**config.mk**
```make
export PLATFORM = sky130hd
export DESIGN_NAME = stbuf_top
export DESIGN_NICKNAME = d
export VERILOG_FILES = /design/src/common/stbuf_pkg.sv /design/src/stbuf/stbuf_capture.sv /design/src/stbuf/stbuf_entries.sv /design/src/stbuf/stbuf_fwd.sv /design/src/stbuf/stbuf_drain.sv /design/src/source/stbuf_top.sv
export SDC_FILE = /design/constraint.sdc
export NUM_CORES = 1
export LEC_CHECK = 0
export BUFFER_PORTS_ARGS = -buffer_cell sky130_fd_sc_hd__buf_2
export CAP_MARGIN = 20
export CORE_MARGIN = 5
export CORE_UTILIZATION = 35
export CTS_CLUSTER_DIAMETER = 80
export DETAILED_ROUTE_END_ITERATION = 12
export HOLD_SLACK_MARGIN = 0.06
export PLACE_DENSITY_LB_ADDON = 0.1
export SKIP_LAST_GASP = 1
export SYNTH_ARGS = -nofsm -noshare
export SYNTH_HDL_FRONTEND = slang
export SYNTH_HIERARCHICAL = 1
export SYNTH_SLANG_ARGS = --single-unit
```
**constraint.sdc**
```tcl
create_clock -name clk -period 5.1 [get_ports clk]
set_input_delay 0.765 -clock clk [delete_from_list [all_inputs] [get_ports clk]]
set_output_delay 0.765 -clock clk [all_outputs]
set_load 0.02 [all_outputs]
```
**src/common/stbuf_pkg.sv**
```systemverilog
//------------------------------------------------
// store buffer shared definitions
// sizes, store size encoding and the structs
// passed between the pipeline stages
//------------------------------------------------
`default_nettype none

package stbuf_pkg;

   //------------------------------------------------
   // sizes
   //------------------------------------------------
   localparam int ADDR_W = 16;                 // byte address
   localparam int DATA_W = 32;
   localparam int BYTE_W = DATA_W / 8;         // bytes per word
   localparam int OFFS_W = $clog2(BYTE_W);     // byte offset bits
   localparam int DEPTH  = 4;                  // entries, power of two
   localparam int PTR_W  = $clog2(DEPTH);

   typedef logic [ADDR_W-1:OFFS_W] waddr_t;    // word address

   // store size as seen on the request
   typedef enum logic [1:0] {
      SZ_BYTE = 2'd0,
      SZ_HALF = 2'd1,
      SZ_WORD = 2'd2
   } size_e;

   //------------------------------------------------
   // stage payloads
   //------------------------------------------------
   typedef struct packed {
      logic [ADDR_W-1:0] addr;
      size_e             size;
      logic [DATA_W-1:0] data;                 // right aligned
   } store_req_t;

   typedef struct packed {
      waddr_t            waddr;
      logic [BYTE_W-1:0] byteen;
      logic [DATA_W-1:0] data;                 // already in its lanes
   } lane_req_t;

   typedef struct packed {
      logic              valid;
      waddr_t            waddr;
      logic [BYTE_W-1:0] byteen;
      logic [DATA_W-1:0] data;
   } entry_t;

   typedef struct packed {
      logic [BYTE_W-1:0] byteen;               // bytes found in the buffer
      logic [DATA_W-1:0] data;
   } fwd_rsp_t;

endpackage

`default_nettype wire

```
**src/stbuf/stbuf_capture.sv**
```systemverilog
//------------------------------------------------
// store capture stage
// size decode, byte enables, lane alignment
//------------------------------------------------
`timescale 1ns/1ns
`default_nettype none

module stbuf_capture
   import stbuf_pkg::*;
(
   input  logic       clk,
   input  logic       rst_n,
   input  logic       store_valid,
   input  store_req_t store_req,
   input  logic       store_full,
   output logic       lane_valid,
   output lane_req_t  lane_req
);

   logic              xfer;
   logic [OFFS_W-1:0] offs;
   logic [BYTE_W-1:0] base_be;

   assign xfer = store_valid & ~store_full;   // store handshake
   assign offs = store_req.addr[OFFS_W-1:0];

   // enable pattern before the shift into place
   always_comb begin
      case (store_req.size)
         SZ_BYTE: base_be = BYTE_W'(1);
         SZ_HALF: base_be = BYTE_W'(3);
         SZ_WORD: base_be = '1;
         default: base_be = '0;
      endcase
   end

   always_ff @(posedge clk) begin
      if (!rst_n) begin
         lane_valid <= 1'b0;
      end else begin
         lane_valid <= xfer;
      end
   end

   always_ff @(posedge clk) begin
      if (xfer) begin
         lane_req.waddr  <= store_req.addr[ADDR_W-1:OFFS_W];
         lane_req.byteen <= base_be << offs;
         lane_req.data   <= store_req.data << {offs, 3'b000};   // 8 bits per lane
      end
   end

endmodule

`default_nettype wire

```
**src/stbuf/stbuf_entries.sv**
```systemverilog
//------------------------------------------------
// store buffer entry array
// coalesce match, allocation, read and write
// pointers, occupancy for full and empty
//------------------------------------------------
`timescale 1ns/1ns
`default_nettype none

module stbuf_entries
   import stbuf_pkg::*;
(
   input  logic                  clk,
   input  logic                  rst_n,
   input  logic                  lane_valid,
   input  lane_req_t             lane_req,
   input  logic                  drain_busy,
   input  logic                  pop,
   output entry_t [DEPTH-1:0]    entries,
   output entry_t                head,
   output logic [PTR_W-1:0]      wr_ptr,
   input  logic                  capture_busy,
   output logic                  store_full,
   output logic                  store_empty
);

   logic [DEPTH-1:0]  vld;
   waddr_t            addr_q [DEPTH];
   logic [BYTE_W-1:0] be_q   [DEPTH];
   logic [DATA_W-1:0] data_q [DEPTH];

   logic [PTR_W-1:0]  rd_ptr;
   logic [DEPTH-1:0]  match;
   logic [DEPTH-1:0]  wr_en;
   logic              coalesce;
   logic              alloc;
   logic [PTR_W:0]    num_vld;

   //------------------------------------------------
   // coalesce or allocate
   //------------------------------------------------
   // head on the bus is frozen, a store to it needs a new slot
   always_comb begin
      for (int i = 0; i < DEPTH; i++) begin
         match[i] = vld[i] && (addr_q[i] == lane_req.waddr) &&
                    !(drain_busy && (PTR_W'(i) == rd_ptr));
      end
   end

   assign coalesce = |match;
   assign alloc    = lane_valid & ~coalesce;

   always_comb begin
      for (int i = 0; i < DEPTH; i++) begin
         wr_en[i] = lane_valid & (match[i] | (alloc & (PTR_W'(i) == wr_ptr)));
      end
   end

   // valid bits and pointers
   always_ff @(posedge clk) begin
      if (!rst_n) begin
         vld    <= '0;
         wr_ptr <= '0;
         rd_ptr <= '0;
      end else begin
         for (int i = 0; i < DEPTH; i++) begin
            if (wr_en[i]) begin
               vld[i] <= 1'b1;
            end else if (pop && (PTR_W'(i) == rd_ptr)) begin
               vld[i] <= 1'b0;                 // freed on ack
            end
         end
         if (alloc) wr_ptr <= wr_ptr + 1'b1;
         if (pop)   rd_ptr <= rd_ptr + 1'b1;
      end
   end

   // entry payload, merged byte by byte
   always_ff @(posedge clk) begin
      for (int i = 0; i < DEPTH; i++) begin
         if (wr_en[i]) begin
            addr_q[i] <= lane_req.waddr;
            be_q[i]   <= (match[i] ? be_q[i] : '0) | lane_req.byteen;
            for (int b = 0; b < BYTE_W; b++) begin
               if (lane_req.byteen[b]) begin
                  data_q[i][8*b +: 8] <= lane_req.data[8*b +: 8];
               end
            end
         end
      end
   end

   //------------------------------------------------
   // outputs
   //------------------------------------------------
   always_comb begin
      for (int i = 0; i < DEPTH; i++) begin
         entries[i].valid  = vld[i];
         entries[i].waddr  = addr_q[i];
         entries[i].byteen = be_q[i];
         entries[i].data   = data_q[i];
      end
   end

   assign head = entries[rd_ptr];

   always_comb begin
      num_vld = '0;
      for (int i = 0; i < DEPTH; i++) begin
         num_vld = num_vld + {{PTR_W{1'b0}}, vld[i]};
      end
   end

   // counts the store still in capture, even if it would merge
   assign store_full  = (num_vld + {{PTR_W{1'b0}}, capture_busy}) >= (PTR_W+1)'(DEPTH);
   assign store_empty = (num_vld == '0);

endmodule

`default_nettype wire

```
**src/stbuf/stbuf_fwd.sv**
```systemverilog
//------------------------------------------------
// load forwarding from the entry array
// byte-wise merge, youngest entry wins
//------------------------------------------------
`timescale 1ns/1ns
`default_nettype none

module stbuf_fwd
   import stbuf_pkg::*;
(
   input  waddr_t             load_addr,
   input  entry_t [DEPTH-1:0] entries,
   input  logic [PTR_W-1:0]   wr_ptr,
   output fwd_rsp_t           fwd
);

   logic [DEPTH-1:0] hit;
   logic [PTR_W-1:0] idx;

   // word hit per entry
   always_comb begin
      for (int i = 0; i < DEPTH; i++) begin
         hit[i] = entries[i].valid && (entries[i].waddr == load_addr);
      end
   end

   //------------------------------------------------
   // walk from oldest to youngest
   //------------------------------------------------
   // entry just below wr_ptr is the youngest, later passes overwrite
   always_comb begin
      fwd = '0;
      idx = '0;
      for (int k = DEPTH; k > 0; k--) begin
         idx = wr_ptr - PTR_W'(k);
         for (int b = 0; b < BYTE_W; b++) begin
            if (hit[idx] && entries[idx].byteen[b]) begin
               fwd.byteen[b]       = 1'b1;
               fwd.data[8*b +: 8]  = entries[idx].data[8*b +: 8];
            end
         end
      end
   end

endmodule

`default_nettype wire

```
**src/stbuf/stbuf_drain.sv**
```systemverilog
//------------------------------------------------
// drain side, Wishbone classic master
// writes the head entry, pop on ack
//------------------------------------------------
`timescale 1ns/1ns
`default_nettype none

module stbuf_drain
   import stbuf_pkg::*;
(
   input  logic              clk,
   input  logic              rst_n,
   input  entry_t            head,
   output logic              drain_busy,
   output logic              pop,
   output logic              wb_cyc,
   output logic              wb_stb,
   output logic              wb_we,
   output logic [ADDR_W-1:0] wb_adr,
   output logic [DATA_W-1:0] wb_dat_o,
   output logic [BYTE_W-1:0] wb_sel,
   input  logic              wb_ack
);

   typedef enum logic {IDLE, WRITE} state_e;

   state_e state;
   logic   start;

   assign start = (state == IDLE) && head.valid;

   always_ff @(posedge clk) begin
      if (!rst_n) begin
         state <= IDLE;
      end else if (start) begin
         state <= WRITE;
      end else if ((state == WRITE) && wb_ack) begin
         state <= IDLE;                       // at least one idle clock between cycles
      end
   end

   // head snapshot, held for the whole cycle
   always_ff @(posedge clk) begin
      if (start) begin
         wb_adr   <= {head.waddr, {OFFS_W{1'b0}}};
         wb_dat_o <= head.data;
         wb_sel   <= head.byteen;
      end
   end

   assign wb_cyc     = (state == WRITE);
   assign wb_stb     = (state == WRITE);
   assign wb_we      = (state == WRITE);
   assign pop        = (state == WRITE) && wb_ack;
   assign drain_busy = (state == WRITE) || start;   // head sampled or on the bus

endmodule

`default_nettype wire

```
**src/source/stbuf_top.sv**
```systemverilog
//------------------------------------------------
// store buffer top level
// capture, entries, forwarding and drain
//------------------------------------------------
`timescale 1ns/1ns
`default_nettype none

module stbuf_top
   import stbuf_pkg::*;
(
   input  logic              clk,
   input  logic              rst_n,
   // store side
   input  logic              store_valid,
   input  store_req_t        store_req,
   output logic              store_full,
   output logic              store_empty,
   // load lookup
   input  waddr_t            load_addr,
   output fwd_rsp_t          fwd,
   // Wishbone master
   output logic              wb_cyc,
   output logic              wb_stb,
   output logic              wb_we,
   output logic [ADDR_W-1:0] wb_adr,
   output logic [DATA_W-1:0] wb_dat_o,
   output logic [BYTE_W-1:0] wb_sel,
   input  logic              wb_ack
);

   logic               lane_valid;
   lane_req_t          lane_req;
   entry_t [DEPTH-1:0] entries;
   entry_t             head;
   logic [PTR_W-1:0]   wr_ptr;
   logic               drain_busy;
   logic               pop;

   stbuf_capture stbuf_capture_i (
      .clk, .rst_n, .store_valid, .store_req, .store_full,
      .lane_valid, .lane_req
   );

   stbuf_entries stbuf_entries_i (
      .clk, .rst_n, .lane_valid, .lane_req, .drain_busy, .pop,
      .entries, .head, .wr_ptr,
      .capture_busy (lane_valid),              // store in flight to the array
      .store_full, .store_empty
   );

   stbuf_fwd stbuf_fwd_i (.load_addr, .entries, .wr_ptr, .fwd);

   stbuf_drain stbuf_drain_i (
      .clk, .rst_n, .head, .drain_busy, .pop,
      .wb_cyc, .wb_stb, .wb_we, .wb_adr, .wb_dat_o, .wb_sel, .wb_ack
   );

endmodule

`default_nettype wire

```
==> results of run 1 <==
path summary, 6_finish.rpt:
path | startpoint | endpoint | slack [ns] | cells past startpoint
worst max-delay path | stbuf_entries_i/addr_q[0][13] | fwd[15] | 0.34 | 8
worst min-delay path | store_req[41] | stbuf_capture_i/lane_req[41] | 0.39 | 1
worst max register to register | stbuf_entries_i/rd_ptr[0] | stbuf_entries_i/data_q[1][10] | 0.81 | 7
worst min register to register | stbuf_capture_i/lane_req[7] | stbuf_entries_i/data_q[2][7] | 0.50 | 0
power by group:
group	internal (mW)	switching (mW)	total, mW
Sequential	2.93	0.121	3.05
Combinational	0.242	0.357	0.600
Clock	1.62	1.08	2.70
critical path: stages, from the launching register on:
cell and delay (ns):
edfxtp_1 0.48, xnor2_1 0.28, nand4_1 0.28, nor4_4 0.66
nor2_2 0.30, o32ai_4 0.58, o2111ai_1 0.19, a211oi_1 0.43
buf_2 0.25
stage by stage:
| step | cell area [um2] | power [mW] | utilization | setup WS, ns | std cells |
|---|---|---|---|---|---|
| after detailed placement | 19100 | 3.70 | 0.380 | 0.518 | 2088 |
| final | 20400 | 6.35 | 0.405 | 0.341 | 2158 |
| after global placement | 19100 | 3.70 | 0.380 | 0.519 | 2088 |
| after global routing | 20400 | 6.60 | 0.405 | 0.144 | 2158 |
| after floorplan | 17900 | 3.50 | - | 0.751 | 1327 |
| after CTS | 20400 | 6.44 | 0.405 | 0.318 | 2157 |
layout by cell type, fill, tap and decap left out, types with 16 or more instances in the layout:
master and instances:
clkbuf_16 41, nor2_1 70, mux4_2 51, a21oi_1 29, a21o_1 18, buf_4 35, mux2_2 64, xnor2_1 108
and2_1 28, mux2i_1 153, o22ai_1 16, edfxtp_1 300, buf_2 158, o21ai_0 32, nand2_1 59, nand4_1 28
flip-flops by register name (all words and copies together) (netlist names):
name                        flops
stbuf_entries_i/rd_ptr          2
stbuf_entries_i/vld             4
stbuf_capture_i/lane_req       50
stbuf_entries_i/data_q        128
stbuf_drain_i/wb_dat_o         32
stbuf_drain_i/wb_sel            4
stbuf_entries_i/wr_ptr          2
stbuf_entries_i/addr_q         56
stbuf_drain_i/wb_adr           14
stbuf_capture_i/lane_valid      1
stbuf_drain_i/wb_cyc            1
stbuf_entries_i/be_q           16
final cells by class:
class	count	area (um2)
Clock buffer	50	1060
Clock inverter	19	171
Fill cell	4808	29900
Inverter	10	37.5
Multi-Input combinational cell	904	7980
Sequential cell	310	9220
Tap cell	672	841
Timing Repair Buffer	193	1050
routing by layer:
metal  track usage  vias to the layer above  wire, um
li1              -                     5405         -
met1         0.268                     6057     24800
met2         0.292                      346     24500
met3        0.0348                       70      2800
met4        0.0464                        0      1220
met5             0                        -         0
cell families after synthesis:
kind of cell	Yosys count
buffers and inverters	113
XOR/XNOR	114
adder cells (fa/ha/maj)	13
AND/OR/NAND/NOR	280
multiplexers	268
flip-flops	310
AO/OA/AOI/OAI	227
other	1
==> metrics.txt, run 1 <==
status=completed; mux cell area share after synthesis=0.190; minimum clock period=4.76 ns; Antenna Cells=0; Hold WC Path Type=in2reg; post-CTS sizing=0; gr usage total=0.186; layout cells sized above 1=0.279; CTS root buf=clkbuf_16; post-route DRC violation count=0; largest net degree at the start of global routing=57; Post-CTS Setup Bufs=0; remaining global-route overflow=0; Fin. Hold Viols=0; post-synthesis adder-cell area fraction=0.00953; Yosys warnings=6; Worst setup EP type=primary output; Worst Max-Slew Pin Slew=0.982 ns; top cell type's share of synthesized area=0.504; routability cong.=0.844; area grow syn2layout=14.0%; CTS tree=built; number of synthesized register bits=310; ys flop type=edfxtp_1; most frequent cell after synthesis=edfxtp_1; CTS Buf Count=39; critical path class=reg2out; CTS Sinks=310; LEAKAGE=7.08 nW; clk_skew=0.0143 ns; CTS Hold Buffers Added=0; Max VDD drop=149 uV; main combinational cell family by area after synthesis=multiplexers; Core Footprint=0.0503 mm2; CP startpoint kind=flip-flop; DR pass1 iterations=5; largest area contributor in the netlist=edfxtp_1; Avg Cell Area, Syn=13.5 um2; CP Max Fanout=11; I/O pin cnt=161; Starting Density=0.355; Max Cap Viol=0; CP Data Required Time=4.34 ns; DP HPWL=37100 um; Clock Latency Late Sink=0.56 ns; die area=0.0557 mm2; critical path data arrival time=3.99 ns; IO buf count=158; DR iter-0 viols=841; clk slew on worst S/H paths=0.05 ns; Avg WL per Cell=24.7 um; top cells by area, synth=edfxtp_1, mux2i_1, mux4_2; Slew Viols, Final=0; pwr dens=312 mW/mm2; first-pass GRT wire length=79300 um; Mapped Cells=1326; RSZ-0062 raised after global routing=no; row cnt=82; Post-Synth XOR/XNOR Area=0.0580; Clock Tree Buf Depth=3; Tcrit/Tclk final=0.933; TNS Setup=0 ns; Via Count=11900; Slew HR=0.346; Die H=236 um; Commonest cells post-synth=edfxtp_1, mux2i_1, xnor2_1; compound-gate portion of the synthesized area=0.0968; vias in the first global route=11900; area of the mapped netlist=0.0179 mm2; Post-synth ARST share=0; Die Wd=236 um; Detail Route Antenna Nets=0; highest clock rate=210 MHz; final wirelength=53300 um; CTS H-Tree Depth=2; number of synthesized flops with an enable pin=300; Yosys cell types=88; Final setup violation count=0; sequential cell area fraction in the yosys report=0.516; worst hold margin=0.393 ns; fin nets=1539; Synth Area in Simple Gates=0.0913; antenna violations before repair=0; Via density=5.50
Note: power is estimated with default switching activity, not from simulation.
==> run 2: changes to the inputs <==
--- a/config.mk
+++ b/config.mk
@@ -7,6 +7,8 @@
 export LEC_CHECK = 0
 export BUFFER_PORTS_ARGS = -buffer_cell sky130_fd_sc_hd__buf_2
 export CAP_MARGIN = 20
+export CELL_PAD_IN_SITES_DETAIL_PLACEMENT = 0
+export CELL_PAD_IN_SITES_GLOBAL_PLACEMENT = 1
 export CORE_MARGIN = 5
 export CORE_UTILIZATION = 35
 export CTS_CLUSTER_DIAMETER = 80
==> metrics.txt, run 2 (synthesized netlist as in run 1, its figures left out) <==
Slew HR=0.254 (was 0.346); post-CTS sizing=0 (unchanged); Clock Tree Buf Depth=3 (unchanged); routability cong.=0.838 (was 0.844); status=completed (unchanged); TNS Setup=0 ns (unchanged); FF-to-FF Start=stbuf_entries_i/rd_ptr[1] (was stbuf_entries_i/rd_ptr[0]); Detail Route Antenna Nets=0 (unchanged); Tcrit/Tclk final=0.944 (was 0.933); clk_skew=0.0150 ns (was 0.0143 ns); CTS H-Tree Depth=2 (unchanged); most common cell after layout, fill and taps aside=edfxtp_1 (unchanged); Finished Layout Cells=2172 (was 2158); layout cells sized above 1=0.285 (was 0.279); Worst Setup EP=fwd[34] (was fwd[15]); Area after DPL=0.0192 mm2 (was 0.0191 mm2); Die H=236 um (unchanged); Biggest register=stbuf_entries_i/data_q (unchanged); LEAKAGE=7.18 nW (was 7.08 nW); Via density=5.45 (was 5.50); Worst Reg-to-Reg Cells=9 (was 7); CTS Hold Buffers Added=0 (unchanged); r2r endpoint=stbuf_entries_i/data_q[3][23] (was stbuf_entries_i/data_q[1][10]); CTS root buf=clkbuf_16 (unchanged); CP Max Fanout=75 (was 11); gr usage total=0.192 (was 0.186); Max stage delay on crit path=0.87 ns (was 0.66 ns); pwr dens=320 mW/mm2 (was 312 mW/mm2); final setup margin=0.284 ns (was 0.341 ns); Starting Density=0.355 (unchanged); Max Cap Viol=0 (unchanged); Final setup violation count=0 (unchanged); RSZ-0062 raised after global routing=no (unchanged); antenna violations before repair=2 (was 0); fin util=0.410 (was 0.405); CTS Sinks=310 (unchanged); Post-CTS Setup Bufs=0 (unchanged); Max VDD drop=189 uV (was 149 uV); CP startpoint=stbuf_entries_i/wr_ptr[1] (was stbuf_entries_i/addr_q[0][13]); largest net degree at the start of global routing=76 (was 57); internal reg-to-reg setup slack=1.07 ns (was 0.81 ns); remaining global-route overflow=0 (unchanged); Worst Max-Slew Pin Slew=1.12 ns (was 0.982 ns); worst-path cell chain=buf_4, mux2_2, o211ai_1, o31ai_1, nor2_1, o311ai_0, buf_2 (was xnor2_1, nand4_1, nor4_4, nor2_2, o32ai_4, o2111ai_1, a211oi_1, buf_2); vias in the first global route=11900 (about the same); first-pass GRT wire length=80900 um (was 79300 um); Via Count=11800 (was 11900); max reg flops=128 (unchanged); CP startpoint kind=flip-flop (unchanged); critical path class=reg2out (unchanged); DR pass1 iterations=5 (unchanged); Die Wd=236 um (unchanged); most frequent cells in the layout=edfxtp_1, buf_2, mux2i_1 (unchanged); Core Footprint=0.0503 mm2 (unchanged); final wirelength=54900 um (was 53300 um); Fin. Hold Viols=0 (unchanged); minimum clock period=4.82 ns (was 4.76 ns); CTS tree=built (unchanged); Hold WC Path Type=in2reg (unchanged); CP Data Required Time=4.34 ns (about the same); post-route DRC violation count=0 (unchanged); Slowest-stage cell, CP=buf_4 (was nor4_4); Clock Latency Late Sink=0.56 ns (about the same); I/O pin cnt=161 (unchanged); CTS Buf Count=40 (was 39); DP Cell Count=2098 (was 2088); fin nets=1549 (was 1539); DR iter-0 viols=875 (was 841); die area=0.0557 mm2 (unchanged); highest clock rate=208 MHz (was 210 MHz); row cnt=82 (unchanged); Worst setup EP type=primary output (unchanged); Slew Viols, Final=0 (unchanged); critical path data arrival time=4.05 ns (was 3.99 ns); area grow syn2layout=15.3% (was 14.0%); Largest regs=stbuf_entries_i/data_q: 128 flops, stbuf_entries_i/addr_q: 56 flops, stbuf_capture_i/lane_req: 50 flops (unchanged); fin area=0.0206 mm2 (was 0.0204 mm2); IO buf count=158 (unchanged); clk slew on worst S/H paths=0.06 ns (was 0.05 ns); Avg WL per Cell=25.3 um (was 24.7 um); DP HPWL=38400 um (was 37100 um); DP Worst Slack=0.560 ns (was 0.518 ns)
-- run 2: cell count changes in the layout (fill, tap and decap cells not counted), sizes merged --
cell	previous run	this run
clkbuf	50	46
clkinvlp	1	3
diode	0	2
inv	11	12
bufinv	3	7
buf	193	202
-- run 2: cell type report --
type / instances / area (um2)
clock buffer: 46 / 1040
sequential: 310 / 9220
multi-input combinational: 904 / 7980
fill: 4792 / 29700
clock inverter: 26 / 318
tap: 672 / 841
inverter: 10 / 37.5
timing repair buffer: 202 / 1150
antenna: 2 / 5.00
-- run 2: worst min path at each step --
stage / startpoint / end / slack [ns] / cells after the start
global route: store_req[44] / stbuf_capture_i/lane_req[44] / 0.37 / 1
global placement: stbuf_capture_i/lane_req[27] / stbuf_entries_i/data_q[2][27] / 0.47 / 0
detailed placement: stbuf_capture_i/lane_req[27] / stbuf_entries_i/data_q[2][27] / 0.48 / 0
finish: store_req[45] / stbuf_capture_i/lane_req[45] / 0.39 / 1
floorplan: stbuf_capture_i/lane_req[0] / stbuf_entries_i/data_q[0][0] / 0.46 / 0
CTS: store_req[45] / stbuf_capture_i/lane_req[45] / 0.36 / 1
-- run 2: critical path, delay by kind of cell, from the launching register on --
kind                   cells  cell delay, ns
AOI/OAI and AO/OA          3            0.76
buffers and inverters      2            1.17
DFF                        1            0.44
muxes                      1            0.47
and+or+nand+nor            1            0.64
-- run 2: stage by stage --
step	hold slack (ns)	power [mW]
after detailed placement	0.484	3.71
after CTS	0.359	6.68
final	0.392	6.58
after global routing	0.367	6.85
after global placement	0.471	3.71
after floorplan	0.459	3.50
-- run 2: report_power, final --
group	leakage, nW	switching, mW	internal [mW]
registers	2.84	0.110	2.93
logic	3.68	0.374	0.246
clock network	0.660	1.10	1.83
total	7.18	1.59	5.00
-- run 2: layer usage --
layer / wire, um / global-route usage / vias to the layer above / share of wire
met5: 0 / 0 / - / 0
met4: 1090 / 0.0515 / 0 / 0.020
met3: 2640 / 0.0296 / 66 / 0.048
met2: 25900 / 0.307 / 315 / 0.47
met1: 25300 / 0.274 / 6024 / 0.46
li1: - / - / 5433 / -
==> run 3: changes to the inputs <==
--- a/config.mk
+++ b/config.mk
@@ -18,5 +18,4 @@
 export SKIP_LAST_GASP = 1
 export SYNTH_ARGS = -nofsm -noshare
 export SYNTH_HDL_FRONTEND = slang
-export SYNTH_HIERARCHICAL = 1
 export SYNTH_SLANG_ARGS = --single-unit
==> metrics.txt, run 3 <==
layout cells sized above 1=0.332 (was 0.285); FF-to-FF Start=stbuf_capture_i.lane_req[48] (was stbuf_entries_i/rd_ptr[1]); LEAKAGE=6.69 nW (was 7.18 nW); top cells by area, synth=edfxtp_1, mux4_2, xnor2_1 (was edfxtp_1, mux2i_1, mux4_2); ys flop type=edfxtp_1 (unchanged); Max Cap Viol=0 (unchanged); highest clock rate=208 MHz (about the same); register area=0.00922 mm2 (unchanged); row cnt=82 (unchanged); Slew HR=0.302 (was 0.254); Biggest register=stbuf_entries_i.data_q (was stbuf_entries_i/data_q); largest net degree at the start of global routing=87 (was 76); CTS Buf Count=39 (was 40); Commonest cells post-synth=edfxtp_1, mux4_2, xnor2_1 (was edfxtp_1, mux2i_1, xnor2_1); first-pass GRT wire length=75900 um (was 80900 um); Fin. Hold Viols=0 (unchanged); routability cong.=0.840 (was 0.838); CTS Sinks=310 (unchanged); fin nets=1378 (was 1549); Via density=5.49 (was 5.45); Yosys cell types=52 (was 88); most common cell after layout, fill and taps aside=edfxtp_1 (unchanged); area grow syn2layout=15.8% (was 15.3%); status=completed (unchanged); Worst setup EP type=primary output (unchanged); Max VDD drop=192 uV (was 189 uV); CP Data Required Time=4.34 ns (about the same); WHS Path Cells=1 (unchanged); Multi-input gate area=0.00787 mm2 (was 0.00798 mm2); RSZ-0062 raised after global routing=no (unchanged); Final setup violation count=0 (unchanged); r2r endpoint=stbuf_entries_i.data_q[1][25] (was stbuf_entries_i/data_q[3][23]); clk slew on worst S/H paths=0.06 ns (about the same); Post-synth ARST share=0 (unchanged); Tcrit/Tclk final=0.942 (was 0.944); Post-CTS Setup Bufs=0 (unchanged); CP Buf/Inv Count=2 (unchanged); Hold WC Path Type=in2reg (unchanged); Hold Startpoint=store_req[46] (was store_req[45]); Clock Tree Buf Depth=3 (unchanged); Avg Cell Area, Syn=15.3 um2 (was 13.5 um2); sequential cell area fraction in the yosys report=0.525 (was 0.516); final wirelength=50800 um (was 54900 um); Slew Viols, Final=0 (unchanged); Max stage delay on crit path=0.65 ns (was 0.87 ns); Yosys warnings=0 (was 6); most frequent cell after synthesis=edfxtp_1 (unchanged); Worst Reg-to-Reg Cells=8 (was 9); fin util=0.408 (was 0.410); number of synthesized flops with an enable pin=300 (unchanged); Largest regs=stbuf_entries_i.data_q: 128 flops, stbuf_entries_i.addr_q: 56 flops, stbuf_capture_i.lane_req: 50 flops (was stbuf_entries_i/data_q: 128 flops, stbuf_entries_i/addr_q: 56 flops, stbuf_capture_i/lane_req: 50 flops); Starting Density=0.352 (was 0.355); vias in the first global route=11200 (was 11900); Clock Latency Late Sink=0.55 ns (was 0.56 ns); Area after DPL=0.0191 mm2 (was 0.0192 mm2); max reg flops=128 (unchanged); post-route DRC violation count=0 (unchanged); I/O pin cnt=161 (unchanged); internal reg-to-reg setup slack=1.16 ns (was 1.07 ns); Via Count=11000 (was 11800); largest area contributor in the netlist=edfxtp_1 (unchanged); critical path data arrival time=4.04 ns (was 4.05 ns); CTS H-Tree Depth=2 (unchanged); TNS Setup=0 ns (unchanged); remaining global-route overflow=0 (unchanged); CP startpoint kind=flip-flop (unchanged); number of synthesized register bits=310 (unchanged); Slowest-stage cell, CP=nor4_1 (was buf_4); pwr dens=305 mW/mm2 (was 320 mW/mm2); CTS Hold Buffers Added=0 (unchanged); DP HPWL=35100 um (was 38400 um); clk_skew=0.0125 ns (was 0.0150 ns); antenna violations before repair=2 (unchanged); Die H=234 um (was 236 um); Detail Route Antenna Nets=0 (unchanged); gr usage total=0.186 (was 0.192); Worst Max-Slew Pin Slew=1.05 ns (was 1.12 ns); post-CTS sizing=0 (unchanged); die area=0.0547 mm2 (was 0.0557 mm2); Core Footprint=0.0499 mm2 (was 0.0503 mm2); DR pass1 iterations=5 (unchanged); worst-path cell chain=xnor2_1, nand4_1, nor4_1, nor2_1, o32ai_2, buf_4, mux2i_1, o221ai_1, o21a_1, buf_2 (was buf_4, mux2_2, o211ai_1, o31ai_1, nor2_1, o311ai_0, buf_2); DR iter-0 viols=779 (was 875); delay-heaviest family, CP=simple AND/OR/NAND/NOR gates (was buffers and inverters); IO buf count=158 (unchanged); CP Max Fanout=9 (was 75); fin area=0.0203 mm2 (was 0.0206 mm2); Avg WL per Cell=25.5 um (was 25.3 um); CTS tree=built (unchanged); area of the mapped netlist=0.0175 mm2 (was 0.0179 mm2); worst hold margin=0.387 ns (was 0.392 ns); CTS root buf=clkbuf_16 (unchanged); number of fillers in the final layout=4665 (was 4792); top cell type's share of synthesized area=0.513 (was 0.504); Die Wd=234 um (was 236 um); Min-Delay Endpoint=stbuf_capture_i.lane_req[46] (was stbuf_capture_i/lane_req[45]); Mapped Cells=1148 (was 1326); critical path class=reg2out (unchanged); minimum clock period=4.80 ns (was 4.82 ns); most frequent cells in the layout=edfxtp_1, buf_2, mux4_2 (was edfxtp_1, buf_2, mux2i_1)
-- run 3: changes by cell type after synthesis, sizes merged, moves of 17 or more --
cell	before	now
mux2	64	14
inv	9	36
xnor2	113	94
o21a	4	27
buf	77	33
mux2i	153	82
a21oi	29	12
nand2	59	33
mux4	51	157
o221ai	2	23
nor2	73	28
xor2	1	21
clkbuf	26	58
-- run 3: routing by layer --
| metal | share of wire | vias to the layer above | GRT usage |
|---|---|---|---|
| met1 | 0.46 | 5670 | 0.273 |
| li1 | - | 4912 | - |
| met5 | 0.00024 | - | 0 |
| met3 | 0.058 | 66 | 0.0338 |
| met4 | 0.019 | 2 | 0.0455 |
| met2 | 0.46 | 304 | 0.289 |
-- run 3: worst max-delay path by stage --
stage                                 start  endpoint  slack (ns)  cells past startpoint
2_1_floorplan     stbuf_entries_i.wr_ptr[1]   fwd[30]        1.02                     10
4_1_cts        stbuf_entries_i.addr_q[0][0]   fwd[23]        0.27                     10
6_report       stbuf_entries_i.addr_q[0][0]   fwd[23]        0.30                     10
3_3_place_gp                   load_addr[0]   fwd[30]        0.37                     11
3_5_place_dp                   load_addr[0]   fwd[23]        0.46                     11
5_1_grt        stbuf_entries_i.addr_q[0][0]   fwd[30]        0.13                     10
-- run 3: worst reg2reg max path: stages (launching register included) --
cell	delay (ns)
edfxtp_1	0.63
xor2_1	0.26
nor4_1	0.40
nand4_1	0.24
a2111oi_4	0.73
nor4b_1	0.15
nor2b_1	0.26
a22o_1	0.49
and2_1	0.47
-- run 3: cell type report --
| cell class | instances | area share |
|---|---|---|
| Sequential cell | 310 | 0.454 |
| Timing Repair Buffer | 198 | 0.0547 |
| Clock inverter | 18 | 0.00591 |
| Tap cell | 672 | 0.0414 |
| Inverter | 36 | 0.00665 |
| Clock buffer | 48 | 0.0507 |
| Multi-Input combinational cell | 712 | 0.387 |
| Antenna cell | 1 | 0.000123 |
-- run 3: power by group --
group / internal (mW) / switching [mW] / leakage (nW)
Combinational: 0.320 / 0.361 / 3.27
Clock: 1.48 / 1.06 / 0.560
Sequential: 2.90 / 0.0909 / 2.86
-- run 3: cells by family (layout without fill, tap and decap cells) --
| family | count (synthesis) | in the layout | synth area share |
|---|---|---|---|
| muxes | 253 | 253 | 0.257 |
| and+or+nand+nor | 169 | 169 | 0.0513 |
| other | 1 | 3 | 0.000214 |
| DFF | 310 | 310 | 0.525 |
| adders and majority gates | 13 | 13 | 0.00970 |
| buffers and inverters | 127 | 300 | 0.0299 |
| xor gates and xnor gates | 115 | 115 | 0.0574 |
| AOI/OAI and AO/OA | 160 | 160 | 0.0696 |
-- run 3: through the flow --
stage          setup slack, ns  power (mW)  instances
6_report                 0.298        6.21       1995
5_1_grt                  0.130        6.46       1994
4_1_cts                  0.269        6.31       1993
3_5_place_dp             0.460        3.73       1927
3_3_place_gp             0.375        3.73       1927
2_1_floorplan             1.02        3.51       1149
